**config.mk**
```make
export PLATFORM = sky130hd
export DESIGN_NAME = ts_ram
export DESIGN_NICKNAME = d
export VERILOG_FILES = /design/src/rtl/ts_ram.sv
export SDC_FILE = /design/constraint.sdc
export NUM_CORES = 2
export LEC_CHECK = 0
export BUFFER_PORTS_ARGS = -buffer_cell sky130_fd_sc_hd__clkbuf_2
export CORE_UTILIZATION = 30
export CTS_BUF_LIST = sky130_fd_sc_hd__clkbuf_16
export DETAILED_ROUTE_END_ITERATION = 6
export PLACE_DENSITY_LB_ADDON = 0.05
export RECOVER_POWER = 50
export SYNTH_ARGS = -nofsm -noshare
export SYNTH_HDL_FRONTEND = slang
export SYNTH_SLANG_ARGS = --single-unit
```
**constraint.sdc**
```tcl
create_clock -name clk -period 2.6 [get_ports clk]
set_clock_uncertainty 0.2 [all_clocks]
set_input_delay 0.26 -clock clk [delete_from_list [all_inputs] [get_ports clk]]
set_output_delay 0.26 -clock clk [all_outputs]
set_load 0.02 [all_outputs]
```
**src/rtl/ts_ram.sv**
```systemverilog
`timescale 1ns/1ps

module ts_ram #(
	parameter type entry_t = logic [15:0],
	parameter int DEPTH = 256,
	localparam int AW = $clog2(DEPTH)
)(
	input  logic          clk,
	input  logic          wr_en,
	input  logic [AW-1:0] wr_addr,
	input  entry_t        wr_data,
	input  logic [AW-1:0] rd_addr,
	output entry_t        rd_data
);

	entry_t mem [DEPTH];

	// registered read, one cycle of latency
	always_ff @(posedge clk)
	begin
		if (wr_en)
			mem[wr_addr] <= wr_data;
		rd_data <= mem[rd_addr];
	end

endmodule

```
==> results_dict.tcl <==
set metrics [dict create \
    status "finished with violations" \
    violations "capacitance limit, slew limit, setup timing" \
    ys_ff_latch 4112 \
    drive_above_1_share_pct 34.1 \
    syn_area_per_cell_um2 21.6 \
    synth_ff_type "edfxtp_1" \
    final_cells 16035 \
    syn-num-nets 7394 \
    holdWs_ns 0.132 \
    p_sw_uw 32900 \
    drc 0 \
    cp_max_fo 2 \
    slew_headroom_pct -52.9 \
    dp_slack_ns -1.84 \
    crit_type "reg2reg" \
    root_buffer "clkbuf_16" \
    power_frac_seq_pct 50.3 \
    grtUsageTotal_pct 19.8 \
    gp_congestion 0.787 \
    clk_pin_slew_ns 0.06 \
    ys.warnings.count 0 \
    crit_arrival_ns 3.37 \
    portBuffers 49 \
    routed_wl_um 533000 \
    rrSetupSlack_ns -0.08 \
    synth_top_area_share_pct 77.5 \
    wl_per_cell_um 33.2 \
    core_area_um2 526000 \
    numCtsBuffers 466 \
    antenna_found_initial 50 \
    r2r_cells 5 \
    pwr-share-comb_pct 6.1 \
    fmax_mhz 373 \
    synth_edf_count 4096 \
    fin_nets 8702 \
    synth_most_common_cell "edfxtp_1" \
    vias 80551 \
    rr_endpoint "rd_data[6]$_DFF_P_" \
    dpl.hpwl_um 339000 \
    critPathRequiredTime_ns 3.29 \
    setup_violations 45 \
    synth_cell_type_count 52 \
    async_flop_share_pct 0 \
    startpoint_type "flop" \
    firstDrtPassIters 5 \
    setup_ws_ns -0.0829 \
    grt_max_degree 93 \
    p_leak_uw 0.0632 \
    pwr-share-clk_pct 43.6 \
    antenna_left 0 \
    syn2layout_area_growth_pct 23.3 \
    mappedNetlistArea_um2 159000 \
    max-clock-path-buffers 4 \
    synth_area_leaders "edfxtp_1 (77%), mux4_2 (11%), mux2i_1 (3.6%)" \
    grt_overflow 0 \
    grt_pass1_vias 84053 \
    hold_depth 8 \
    grt_first_pass_wirelength_um 727000 \
    die_area_um2 532000 \
    hold_violations 0 \
    netlist_top_cells_count "edfxtp_1 (4096), mux4_2 (797), mux2i_1 (565)" \
    pin_count 50 \
    final_util_pct 37.2 \
    dieHeight_um 729 \
    die-width_um 729 \
    powerDensity_nw_per_um2 745 \
    end_kind "flop" \
    hp-class "in2reg" \
    min_to "rd_data[4]$_DFF_P_" \
    start_util_pct 30.2 \
    yosys.area.top_type "edfxtp_1" \
    fin_area_um2 196000 \
    rsz0062_at_grt "yes" \
    period_share_pct 103 \
    postCtsSetupRepairBufs 0 \
    placed_area_um2 181000 \
    final_max_slew_viol_count 671 \
    syn_inst 7360 \
    htreeDepth 5 \
    worstSkewPairLatency_ns 1.05 \
    max_cap_violations 11 \
    via_per_inst 5.02 \
    hp-start "rd_addr[3]" \
    num_rows 266 \
    multi_input_area_um2 34300 \
    rr_startpoint "mem[31][6]$_DFFE_PP_" \
    seq_area_frac_synth_pct 77.7 \
    cts_tree "built" \
    drt_iter0_drc 7173 \
    placed_cells 15133 \
    swShare_pct 22.6 \
    fill_cells 48147 \
    cts_sinks 4112 \
    register_area_um2 123000 \
    min_period_ns 2.68 \
    max_slew.worst_pin.slew_ns 2.29 \
    internal_power_uw 113000 \
    irDropWorstVdd_v 0.000591 \
]
## power by group through the flow
| stage | registers [uW] | logic, uW | clock network [uW] |
|---|---|---|---|
| floorplan | 74600 | 3600 | 0 |
| global placement | 74600 | 8880 | 0 |
| detailed placement | 74600 | 8930 | 0 |
| CTS | 73300 | 9230 | 65400 |
| global route | 73300 | 9370 | 67700 |
| finish | 73300 | 8880 | 63600 |
## cell usage in the layout (no fill, tap or decap), types with 18 or more instances in the layout
master,count
a211oi_1,18
a21oi_1,173
a22oi_1,28
buf_12,390
buf_4,721
bufinv_16,38
clkbuf_1,18
clkbuf_16,470
clkbuf_2,74
clkbuf_4,27
clkinv_1,116
clkinv_2,81
dlygate4sd3_1,35
edfxtp_1,4096
inv_1,119
mux2_2,80
mux2i_1,565
mux4_2,797
nand2_1,28
nand3_1,28
nand4_1,26
nor2_1,112
nor2_2,191
nor3_1,64
nor3_2,27
o21ai_0,35
o221ai_1,252
o22ai_1,148
## layer usage
layer	global-route usage, %	wire [um]	up-vias
met5	0	27	-
met4	3.50	9670	4
met3	2.68	23700	523
met2	32.9	258000	1806
met1	28.0	241000	44149
li1	-	-	34069
## metrics by stage
step / total power [uW] / TNS (ns)
CTS: 148000 / -1.30
detailed placement: 83600 / -22.12
finish: 146000 / -0.717
global route: 150000 / -14.47
floorplan: 78200 / -11.87
global placement: 83500 / -24.69
## registers in the layout, summed over array words and instances (netlist names)
signal / count
mem: 4096
rd_data: 16
## final cells by class
| class | instances | area share (%) |
|---|---|---|
| Antenna cell | 11 | 0.0141 |
| Sequential cell | 4112 | 63.0 |
| Inverter | 4 | 0.0141 |
| Timing Repair Buffer | 1292 | 7.44 |
| Clock buffer | 470 | 6.01 |
| Tap cell | 6968 | 4.45 |
| Clock inverter | 386 | 1.52 |
| Multi-Input combinational cell | 2792 | 17.5 |
## how the worst max path moves through the flow
stage / from / to / slack (ns) / cells after the start
final: mem[31][6]$_DFFE_PP_ / rd_data[6]$_DFF_P_ / -0.08 / 5
after global routing: mem[55][8]$_DFFE_PP_ / rd_data[8]$_DFF_P_ / -0.11 / 6
after CTS: mem[31][6]$_DFFE_PP_ / rd_data[6]$_DFF_P_ / -0.23 / 5
after detailed placement: rd_addr[0] / rd_data[7]$_DFF_P_ / -1.84 / 9
after global placement: rd_addr[0] / rd_data[1]$_DFF_P_ / -2.08 / 11
after floorplan: wr_addr[3] / mem[235][0]$_DFFE_PP_ / -0.03 / 6
## logic make-up after synthesis
logic type,count (synthesis),synth area share [%]
buf+inv,456,1.69
flops,4112,77.7
mux,1450,15.5
simple gates,556,1.57
compound gates,786,3.54
## what timing repair did
action	in CTS	in global routing
endpoints found under the setup margin	17	16
hold buffers	38	0
endpoints found under the hold margin	4872	0
pin swaps	34	37
resized for setup	125	57
## worst max-delay path, stage by stage, from the launching register on
cell and delay, ns:
edfxtp_1 0.36, mux4_2 0.50, mux4_2 0.56, a22o_4 0.33
o32ai_4 0.47, nor4_1 0.09
(Power assumes the default switching activity.)
