==> src/rtl/ts_pkg.sv <==
package ts_pkg;

	// memory sizes
	localparam int SFILE_WORDS = 256;
	localparam int TMB_WORDS   = 512;
	localparam int LAST_SREG   = 254;

	// configuration registers
	typedef struct packed {
		logic       s_en;
		logic       t0_en;
		logic       t1_en;
		logic       t0z_en;
		logic       t1z_en;
		logic [7:0] t0gpage;
		logic [7:0] t1gpage;
		logic [7:0] sgpage;
		logic [5:0] num_tiles;
		logic [8:0] t0x_offs;
		logic [8:0] t1x_offs;
		logic [2:0] t0y_offs;
		logic [2:0] t1y_offs;
		logic [1:0] t0_palsel;
		logic [1:0] t1_palsel;
	} ts_cfg_t;

	// tilemap buffer entry
	typedef struct packed {
		logic        yflp;
		logic        xflp;
		logic [1:0]  pal;
		logic [11:0] tnum;
	} tile_desc_t;

	typedef logic [15:0] sfile_word_t;

	// sprite words, three per sprite
	typedef struct packed {
		logic       yflp;
		logic       leap;
		logic       act;
		logic       rsv;
		logic [2:0] ysz;
		logic [8:0] ycrd;
	} spr_r0_t;

	typedef struct packed {
		logic       xflp;
		logic [2:0] rsv;
		logic [2:0] xsz;
		logic [8:0] xcrd;
	} spr_r1_t;

	typedef struct packed {
		logic [3:0]  pal;
		logic [11:0] tnum;
	} spr_r2_t;

	// one task for the renderer
	typedef struct packed {
		logic [5:0] addr;
		logic [8:0] line;
		logic [7:0] page;
		logic [8:0] x;
		logic [2:0] xs;
		logic       xf;
		logic [3:0] pal;
	} tsr_task_t;

endpackage
==> src/rtl/ts_regs.sv <==
`timescale 1ns/1ps

module ts_regs
	import ts_pkg::*;
(
	input  logic        clk,
	input  logic        rst_n,
	input  logic        psel,
	input  logic        penable,
	input  logic        pwrite,
	input  logic [11:0] paddr,
	input  logic [31:0] pwdata,
	output logic [31:0] prdata,
	output logic        pready,
	output logic        pslverr,
	output ts_cfg_t     cfg,
	output logic        sfile_we,
	output logic [7:0]  sfile_waddr,
	output sfile_word_t sfile_wdata,
	output logic        tmb_we,
	output logic [8:0]  tmb_waddr,
	output tile_desc_t  tmb_wdata
);

	logic       access;
	logic       cfg_hit;
	logic       sf_hit;
	logic       tmb_hit;
	logic [3:0] reg_idx;

	assign access  = psel && penable;
	assign reg_idx = paddr[5:2];
	// five config words at the bottom of the map
	assign cfg_hit = (paddr[11:6] == 6'd0) && (reg_idx < 4'd5);
	assign sf_hit  = (paddr[11:10] == 2'b01);
	assign tmb_hit = paddr[11];

	assign pready  = 1'b1;
	// RAM regions take writes only
	assign pslverr = access && !(cfg_hit || (pwrite && (sf_hit || tmb_hit)));

	assign sfile_we    = access && pwrite && sf_hit;
	assign sfile_waddr = paddr[9:2];
	assign sfile_wdata = pwdata[15:0];
	assign tmb_we      = access && pwrite && tmb_hit;
	assign tmb_waddr   = paddr[10:2];
	assign tmb_wdata   = tile_desc_t'(pwdata[15:0]);

	always_ff @(posedge clk or negedge rst_n)
	begin
		if (!rst_n)
			cfg <= '0;
		else if (access && pwrite && cfg_hit)
		begin
			case (reg_idx)
				4'd0:
				begin
					cfg.s_en   <= pwdata[0];
					cfg.t0_en  <= pwdata[1];
					cfg.t1_en  <= pwdata[2];
					cfg.t0z_en <= pwdata[3];
					cfg.t1z_en <= pwdata[4];
				end
				4'd1:
				begin
					cfg.t0gpage <= pwdata[7:0];
					cfg.t1gpage <= pwdata[15:8];
					cfg.sgpage  <= pwdata[23:16];
				end
				4'd2: cfg.num_tiles <= pwdata[5:0];
				4'd3:
				begin
					cfg.t0x_offs  <= pwdata[8:0];
					cfg.t0y_offs  <= pwdata[18:16];
					cfg.t0_palsel <= pwdata[25:24];
				end
				default:
				begin
					cfg.t1x_offs  <= pwdata[8:0];
					cfg.t1y_offs  <= pwdata[18:16];
					cfg.t1_palsel <= pwdata[25:24];
				end
			endcase
		end
	end

	// read mux, zero outside the config words
	always_comb
	begin
		prdata = '0;
		if (access && !pwrite && cfg_hit)
		begin
			case (reg_idx)
				4'd0: prdata[4:0] = {cfg.t1z_en, cfg.t0z_en, cfg.t1_en, cfg.t0_en, cfg.s_en};
				4'd1: prdata[23:0] = {cfg.sgpage, cfg.t1gpage, cfg.t0gpage};
				4'd2: prdata[5:0] = cfg.num_tiles;
				4'd3: prdata[25:0] = {cfg.t0_palsel, 5'd0, cfg.t0y_offs, 7'd0, cfg.t0x_offs};
				default: prdata[25:0] = {cfg.t1_palsel, 5'd0, cfg.t1y_offs, 7'd0, cfg.t1x_offs};
			endcase
		end
	end

endmodule

==> config.mk <==
export PLATFORM = sky130hd
export DESIGN_NAME = ts_regs
export DESIGN_NICKNAME = d
export VERILOG_FILES = /design/src/rtl/ts_pkg.sv /design/src/rtl/ts_regs.sv
export SDC_FILE = /design/constraint.sdc
export NUM_CORES = 1
export LEC_CHECK = 0
export BUFFER_PORTS_ARGS = -buffer_cell sky130_fd_sc_hd__buf_2
export CAP_MARGIN = 20
export CORE_MARGIN = 2
export CORE_UTILIZATION = 42
export DETAILED_ROUTE_END_ITERATION = 10
export PLACE_DENSITY = 0.77
export SYNTH_ARGS = -nofsm -noshare
export SYNTH_HDL_FRONTEND = slang
export SYNTH_SLANG_ARGS = --single-unit
==> constraint.sdc <==
create_clock -name clk -period 3.67 [get_ports clk]
set_input_delay 0.5505 -clock clk [delete_from_list [all_inputs] [get_ports clk]]
set_output_delay 0.5505 -clock clk [all_outputs]
set_load 0.1 [all_outputs]
==> results of run 1 <==
-- per-layer routing --
layer	vias to the layer above	wire length (um)	part of all wire, %
li1	1193	-	-
met1	1310	3610	40
met2	115	4590	51
met3	17	530	5.9
met4	0	184	2.1
met5	-	0	0
-- area by class of cell --
class	instances	area, sq um
repair buffers	189	1150
multi-input cells	154	1450
flip-flops and latches	63	1580
inverters	2	7.51
well taps	105	131
fillers	695	3700
clock inverters	4	22.5
clock buffers	11	141
-- final timing paths --
check,cells after the start,to,from,slack [ns]
worst max-delay path,6,prdata[1],paddr[7],0.58
worst min-delay path,1,cfg[9],rst_n,0.29
worst max register to register,1,cfg[17],cfg[17],2.88
worst min register to register,1,cfg[49],cfg[49],0.52
max in group asynchronous,2,cfg[51],rst_n,2.50
min in group clk,2,cfg[41],pwdata[23],0.45
-- synthesized netlist by cell type (2+ instances only) --
library cell  number
a21oi_1            5
nand2_1           15
mux2_2            45
or3_1              4
a22oi_1            6
buf_4             56
a32oi_1            2
and2_1            12
clkbuf_1           4
conb_1             2
dfrtp_1           63
nor3_2             3
mux4_2             5
mux2_4            25
buf_6              4
inv_1              2
nor2_1            13
buf_2              5
-- power groups by stage --
stage          Sequential, mW  Combinational, mW  Clock [mW]
6_report                0.700              0.387       0.516
5_1_grt                 0.700              0.402       0.565
4_1_cts                 0.700              0.390       0.531
3_5_place_dp            0.713              0.389           0
3_3_place_gp            0.713              0.387           0
2_1_floorplan           0.737              0.323           0
-- logic make-up after synthesis --
| kind of cell | synth area share (%) |
|---|---|
| multiplexers | 28.3 |
| flip-flops | 44.8 |
| AO/OA/AOI/OAI | 2.98 |
| buffers and inverters | 14.7 |
| AND/OR/NAND/NOR | 9.10 |
| other | 0.213 |
-- worst max-delay path: cells and delay by family --
family,cells,cell delay [ns]
and+or+nand+nor,3,1.16
buffers and inverters,2,0.57
AOI/OAI and AO/OA,1,0.25
==> results.cfg, run 1 <==
[run_status]
status = completed

[grt]
grt_pass1_vias = 2590
top_usage_layer = met2
grtUsageTotal_pct = 19.9
grt_first_pass_wirelength_um = 13400
grt_util_met1_pct = 23.9
grt_overflow = 0
antenna_found_initial = 0
grt_max_degree = 37
grt_util_met3_pct = 3.32
gr-usage-met2_pct = 34.2

[floorplan]
rows = 33
die_area_sq_mm = 0.00913
die_y_um = 95.6
floorplan.die.width_um = 95.6
start_util_pct = 43.1
ioPinCount = 197
core-area_sq_mm = 0.00818

[finish]
final_common_cell = buf_2
final_cell_mix = buf_2, dfrtp_1, mux2_2, mux2_4, nand2_1
regMostFlops = cfg
post-route-util_pct = 54.8
final_cells = 528
top_regs = cfg: 63 flops
design_area_sq_mm = 0.00448
layout.nets = 468
area_growth_pct = 27.2
largest_register_ff_count = 63
antennaDiodeCount = 0
drive_above_1_share_pct = 67.6

[timing]
tightest_slew_ns = 0.834
fin_crit_ns = 3.09
worst_slack_ns = 0.582
clock_skew_ns = 0
rsz0062_at_grt = false
setup_tns_ns = 0
fin_hold_ws_ns = 0.288
fin_crit_sh_pct = 84.1
drv_slew = 0
fmaxAchievable_mhz = 324
hold_violations = 0
slew_headroom_pct = 44.4
setup_viol_count_final = 0

[pwr]
powerDensity_mw_per_mm2 = 358
p_switching_mw = 0.599
pwr-share-comb_pct = 24.2
vdd_drop_max_mv = 0.185
pwr-share-seq_pct = 43.7
pwr-share-clk_pct = 32.2
switching_share_pct = 37.4
power_leakage_nw = 2.54
power_mw = 1.60
internal-power_mw = 1.00

[routing]
routed_wl_um = 8920
first_pass_iters = 4
vias = 2635
drc_errors = 0
wl_per_cell_um = 16.9
vias_per_cell = 4.99
drt_first_iter_violations = 106
ant_nets = 0

[cts]
cts_resized = 0
hold_buffers = 0
clk_pin_slew_ns = 0.07
cts-root-buf = clkbuf_8
htreeDepth = 3
clock-sinks = 63
cts_buffer_depth = 2
cts_setup_buffers = 0
cts_tree = yes
cts_made_buffers = 9
clkLatencyLatePin_ns = 0.33

[yosys]
synth_area_sq_mm = 0.00352
async_flop_share_pct = 100
yosysTopAreaCellShare_pct = 44.8
synth_edf_count = 0
yosys.area.top_type = dfrtp_1
yosys.cell_types.count = 31
synthCells = 284
yosysWarnings = 0
synth-main-ff-cell = dfrtp_1
syn_avg_cell_area_sq_um = 12.4
synthTopCellsByArea = dfrtp_1, mux2_2, buf_4
yosys_register_bits = 63
yosysSeqAreaShare_pct = 44.8

[worst_setup_path]
start_kind = primary input
crit_type = in -> out
cp_common_cell = buf_2
cp_max_fo = 14
slowest_delay_ns = 0.61
end_kind = output pin
slowest_stage = or3_1
arrival_ns = 2.54
critPathRequiredTime_ns = 3.12
path_cells = buf_2 -> nor4_2 -> nand4b_2 -> or3_1 -> a21oi_1 -> buf_2

[placement]
pre_cts_slack_ns = 0.579
place.gp.congestion = 0.775
dp_hpwl_um = 6520
dpl_cell_area_sq_mm = 0.00431
dpl.cell_count = 513
io_buffers = 181

[worst_hold_path]
min_path_type = in -> async

[job]
cap_violations = 0
No activity file was read; power rests on OpenSTA's default activity.
==> inputs of run 2 (changes only) <==
- clock period: 3.67 -> 2.93 ns (I/O delays scaled with it)
==> run 2 against run 1 <==
  * Worst hold slack lost 0.13 ns
  * Largest power group unchanged
  * Clock power grew 61%
  * First-iteration DRC count shrank 46%
  * Global-route usage grew 0.41 points
  * Critical endpoint is now prdata[16]
  * Sequential cell count is the same
==> results.cfg, run 2 (same netlist as run 1, synthesis figures left out) <==
[run_status]
status = completed

[floorplan]
start_util_pct = 43.1
ioPinCount = 197
die_area_sq_mm = 0.00913
core-area_sq_mm = 0.00818
floorplan.die.width_um = 95.6
rows = 33
die_y_um = 95.6

[pwr]
pwr-share-comb_pct = 22.3
pwr-share-clk_pct = 37.9
switching_share_pct = 35.5
power_leakage_nw = 2.63
pwr-share-seq_pct = 39.9
p_switching_mw = 0.779
vdd_drop_max_mv = 0.352
internal-power_mw = 1.42
powerDensity_mw_per_mm2 = 450

[worst_setup_path]
r2r_cells = 1
end_kind = output pin
timing.rr.end = cfg[30]
ff2ff_setup_slack_ns = 2.13
timing.rr.start = cfg[30]
cp-endpoint = prdata[16]
arrival_ns = 2.20
cp-startpoint = paddr[7]
start_kind = primary input
cp_max_fo = 7
crit_type = in -> out
critPathRequiredTime_ns = 2.49

[cts]
cts_setup_buffers = 0
clkLatencyLatePin_ns = 0.33
clock-sinks = 63
cts-root-buf = clkbuf_8
cts_made_buffers = 9
cts_buffer_depth = 2
hold_buffers = 0
clk_pin_slew_ns = 0.08
cts_resized = 0
cts_tree = yes
htreeDepth = 3

[routing]
wl_per_cell_um = 17.1
drt_first_iter_violations = 57
vias = 2621
first_pass_iters = 3
vias_per_cell = 4.91
drc_errors = 0
routed_wl_um = 9150
ant_nets = 0

[placement]
dpl.cell_count = 518
dp_hpwl_um = 6870
place.gp.congestion = 0.818
io_buffers = 181
pre_cts_slack_ns = 0.276

[finish]
final_cell_mix = buf_2, dfrtp_1, mux2_2, buf_12, mux2_4
drive_above_1_share_pct = 70.9
largest_register_ff_count = 63
area_growth_pct = 38.7
antennaDiodeCount = 0
top_regs = cfg: 63 flops
final_cells = 534
layout.nets = 473
regMostFlops = cfg
final_common_cell = buf_2

[timing]
clock_skew_ns = 0
slew_headroom_pct = 51.5
drv_slew = 0
tightest_slew_ns = 0.727
fin_hold_ws_ns = 0.156
hold_violations = 0
fmaxAchievable_mhz = 379
fin_crit_sh_pct = 90.0
fin_crit_ns = 2.64
rsz0062_at_grt = false
worst_slack_ns = 0.293
setup_viol_count_final = 0

[grt]
grt_overflow = 0
antenna_found_initial = 0
grtUsageTotal_pct = 20.3
grt_first_pass_wirelength_um = 13700
grt_pass1_vias = 2585
grt_max_degree = 34

[job]
cap_violations = 0

[worst_hold_path]
min_path_type = in -> async
## run 2: layout make-up
cell class | instances | area (sq um)
sequential | 63 | 1580
timing repair buffer | 194 | 1410
clock inverter | 7 | 96.3
multi-input combinational | 154 | 1540
inverter | 2 | 7.51
tap | 105 | 131
fill | 662 | 3290
clock buffer | 9 | 124
## run 2: critical path: stages
cell and delay (ns):
buf_2 0.11, nor4_2 0.35, nand4b_2 0.14, or3_1 0.53
buf_4 0.29, nor2_4 0.14, buf_12 0.18
## run 2: worst min path at each step
stage / startpoint / to / slack (ns) / cells past startpoint
floorplan: rst_n / cfg[0] / 0.14 / 0
global placement: cfg[41] / cfg[41] / 0.50 / 1
detailed placement: cfg[47] / cfg[47] / 0.51 / 1
CTS: rst_n / cfg[56] / 0.17 / 1
global route: rst_n / cfg[16] / 0.21 / 1
finish: rst_n / cfg[17] / 0.16 / 1
## run 2: metal layers
layer	wire length (um)	GRT usage [%]	vias to the layer above
met5	0	0	-
met4	138	7.26	0
met3	554	3.79	13
met2	4760	36.1	109
met1	3700	24.3	1299
li1	-	-	1200
## run 2: per-stage QoR
step / util (%) / TNS (ns) / power [mW] / cell area (sq um)
floorplan: - / -2.06 / 1.33 / 3630
global placement: 57.0 / 0 / 1.38 / 4660
detailed placement: 57.0 / 0 / 1.39 / 4660
CTS: 59.7 / 0 / 2.21 / 4880
global route: 59.7 / 0 / 2.28 / 4880
finish: 59.7 / 0 / 2.20 / 4880
## run 2: power groups by stage
stage / registers, mW / logic, mW / clock network (mW)
2_1_floorplan: 0.923 / 0.405 / 0
3_3_place_gp: 0.893 / 0.487 / 0
6_report: 0.876 / 0.489 / 0.832
4_1_cts: 0.876 / 0.492 / 0.845
5_1_grt: 0.877 / 0.508 / 0.895
3_5_place_dp: 0.893 / 0.492 / 0
==> inputs of run 3 (changes only) <==
- CTS_BUF_LIST: unset -> sky130_fd_sc_hd__clkbuf_8
- clock period: 2.93 -> 2.8 ns (I/O delays scaled with it)
==> run 3 against run 2 <==
  * Cell area down 0.38%
  * Critical endpoint is now prdata[9]
  * Die area stayed put
  * Worst setup slack got worse by 0.082 ns
  * Sequential share of layout area increased by 0.12 points
  * Clock-buffer cell count rose by 1
  * Clock skew unchanged
==> results.cfg, run 3 (same netlist as run 1, synthesis figures left out) <==
[floorplan]
ioPinCount = 197
rows = 33
die_area_sq_mm = 0.00913
die_y_um = 95.6
start_util_pct = 43.1
core-area_sq_mm = 0.00818
floorplan.die.width_um = 95.6

[placement]
dpl.cell_count = 523
dpl_cell_area_sq_mm = 0.00470
pre_cts_slack_ns = 0.208
place.gp.congestion = 0.799
dp_hpwl_um = 7230
io_buffers = 181

[cts]
cts_tree = yes
cts_setup_buffers = 0
hold_buffers = 0
clk_pin_slew_ns = 0.07
cts_resized = 0
clkLatencyLatePin_ns = 0.33
cts-root-buf = clkbuf_8
clock-sinks = 63
cts_buffer_depth = 2
cts_made_buffers = 9
htreeDepth = 3

[finish]
area_growth_pct = 38.1
final_common_cell = buf_2
final_cell_mix = buf_2, dfrtp_1, mux2_2, buf_12, mux2_4
final_cells = 538
largest_register_ff_count = 63
antennaDiodeCount = 0
layout.nets = 478
top_regs = cfg: 63 flops
drive_above_1_share_pct = 70.9
regMostFlops = cfg
design_area_sq_mm = 0.00486

[grt]
grt_max_degree = 35
grt_pass1_vias = 2746
grtUsageTotal_pct = 21.6
grt_first_pass_wirelength_um = 14600
grt_overflow = 0
antenna_found_initial = 0

[pwr]
internal-power_mw = 1.32
vdd_drop_max_mv = 0.264
p_switching_mw = 0.790
power_leakage_nw = 2.64
pwr-share-seq_pct = 43.6
pwr-share-comb_pct = 24.4
powerDensity_mw_per_mm2 = 433
switching_share_pct = 37.5
power_mw = 2.11
pwr-share-clk_pct = 32.1

[timing]
setup_tns_ns = 0
setup_viol_count_final = 0
rsz0062_at_grt = false
drv_slew = 0
fin_crit_sh_pct = 92.5
hold_violations = 0
fmaxAchievable_mhz = 386
worst_slack_ns = 0.211
slew_headroom_pct = 50.1
clock_skew_ns = 0
tightest_slew_ns = 0.749
fin_crit_ns = 2.59

[worst_setup_path]
timing.rr.start = cfg[3]
cp-endpoint = prdata[9]
cp-startpoint = paddr[7]
r2r_cells = 1
ff2ff_setup_slack_ns = 2.00
end_kind = output pin
start_kind = primary input
arrival_ns = 2.17
crit_type = in -> out
timing.rr.end = cfg[3]
critPathRequiredTime_ns = 2.38
cp_max_fo = 12

[routing]
met2_length_um = 4960
drt_first_iter_violations = 39
met3_length_um = 572
wl_met1_um = 3920
first_pass_iters = 4
vias = 2656
routed_wl_um = 9550
wl_per_cell_um = 17.7
vias_per_cell = 4.94
top_layer = met4
ant_nets = 0
drc_errors = 0

[worst_hold_path]
min_path_type = in -> async

[job]
cap_violations = 0

[run_status]
status = completed
[run 3: changes by cell type in the layout (fill, tap and decap cells not counted)]
cell	delta
inv_6	-1
buf_4	+5
clkinvlp_4	-2
clkinv_2	+2
bufinv_16	-2
clkbuf_8	+1
inv_1	+1
[run 3: worst max-delay path, stage by stage]
cell      delay, ns
buf_2          0.12
nor4_2         0.38
nand4b_2       0.15
buf_4          0.18
nor4_1         0.30
buf_4          0.23
and2_1         0.19
buf_12         0.19
[run 3: routing by layer]
layer	up-vias	GRT usage (%)
li1	1206	-
met2	111	37.0
met3	6	4.82
met5	-	0
met1	1333	26.9
met4	0	7.02
[run 3: cell type report]
| class | instances | area (sq um) |
|---|---|---|
| Clock buffer | 10 | 138 |
| Clock inverter | 5 | 26.3 |
| Fill cell | 695 | 3310 |
| Inverter | 2 | 7.51 |
| Multi-Input combinational cell | 154 | 1540 |
| Sequential cell | 63 | 1580 |
| Tap cell | 105 | 131 |
| Timing Repair Buffer | 199 | 1440 |
[run 3: through the flow]
step	hold slack, ns	utilization (%)
CTS	0.162	59.5
finish	0.149	59.5
global route	0.197	59.5
detailed placement	0.510	57.5
global placement	0.506	57.5
floorplan	0.124	-
[run 3: power groups by stage]
stage / Combinational (mW) / Sequential, mW / Clock, mW
after floorplan: 0.424 / 0.966 / 0
after global placement: 0.511 / 0.934 / 0
after detailed placement: 0.516 / 0.935 / 0
after CTS: 0.516 / 0.917 / 0.690
after global routing: 0.534 / 0.917 / 0.729
final: 0.513 / 0.917 / 0.676
[run 3: worst min-delay path by stage]
stage / to / slack [ns] / cells past startpoint
6_report: cfg[37] / 0.15 / 1
5_1_grt: cfg[37] / 0.20 / 1
4_1_cts: cfg[37] / 0.16 / 1
3_5_place_dp: cfg[45] / 0.51 / 1
3_3_place_gp: cfg[20] / 0.51 / 1
2_1_floorplan: cfg[0] / 0.12 / 0
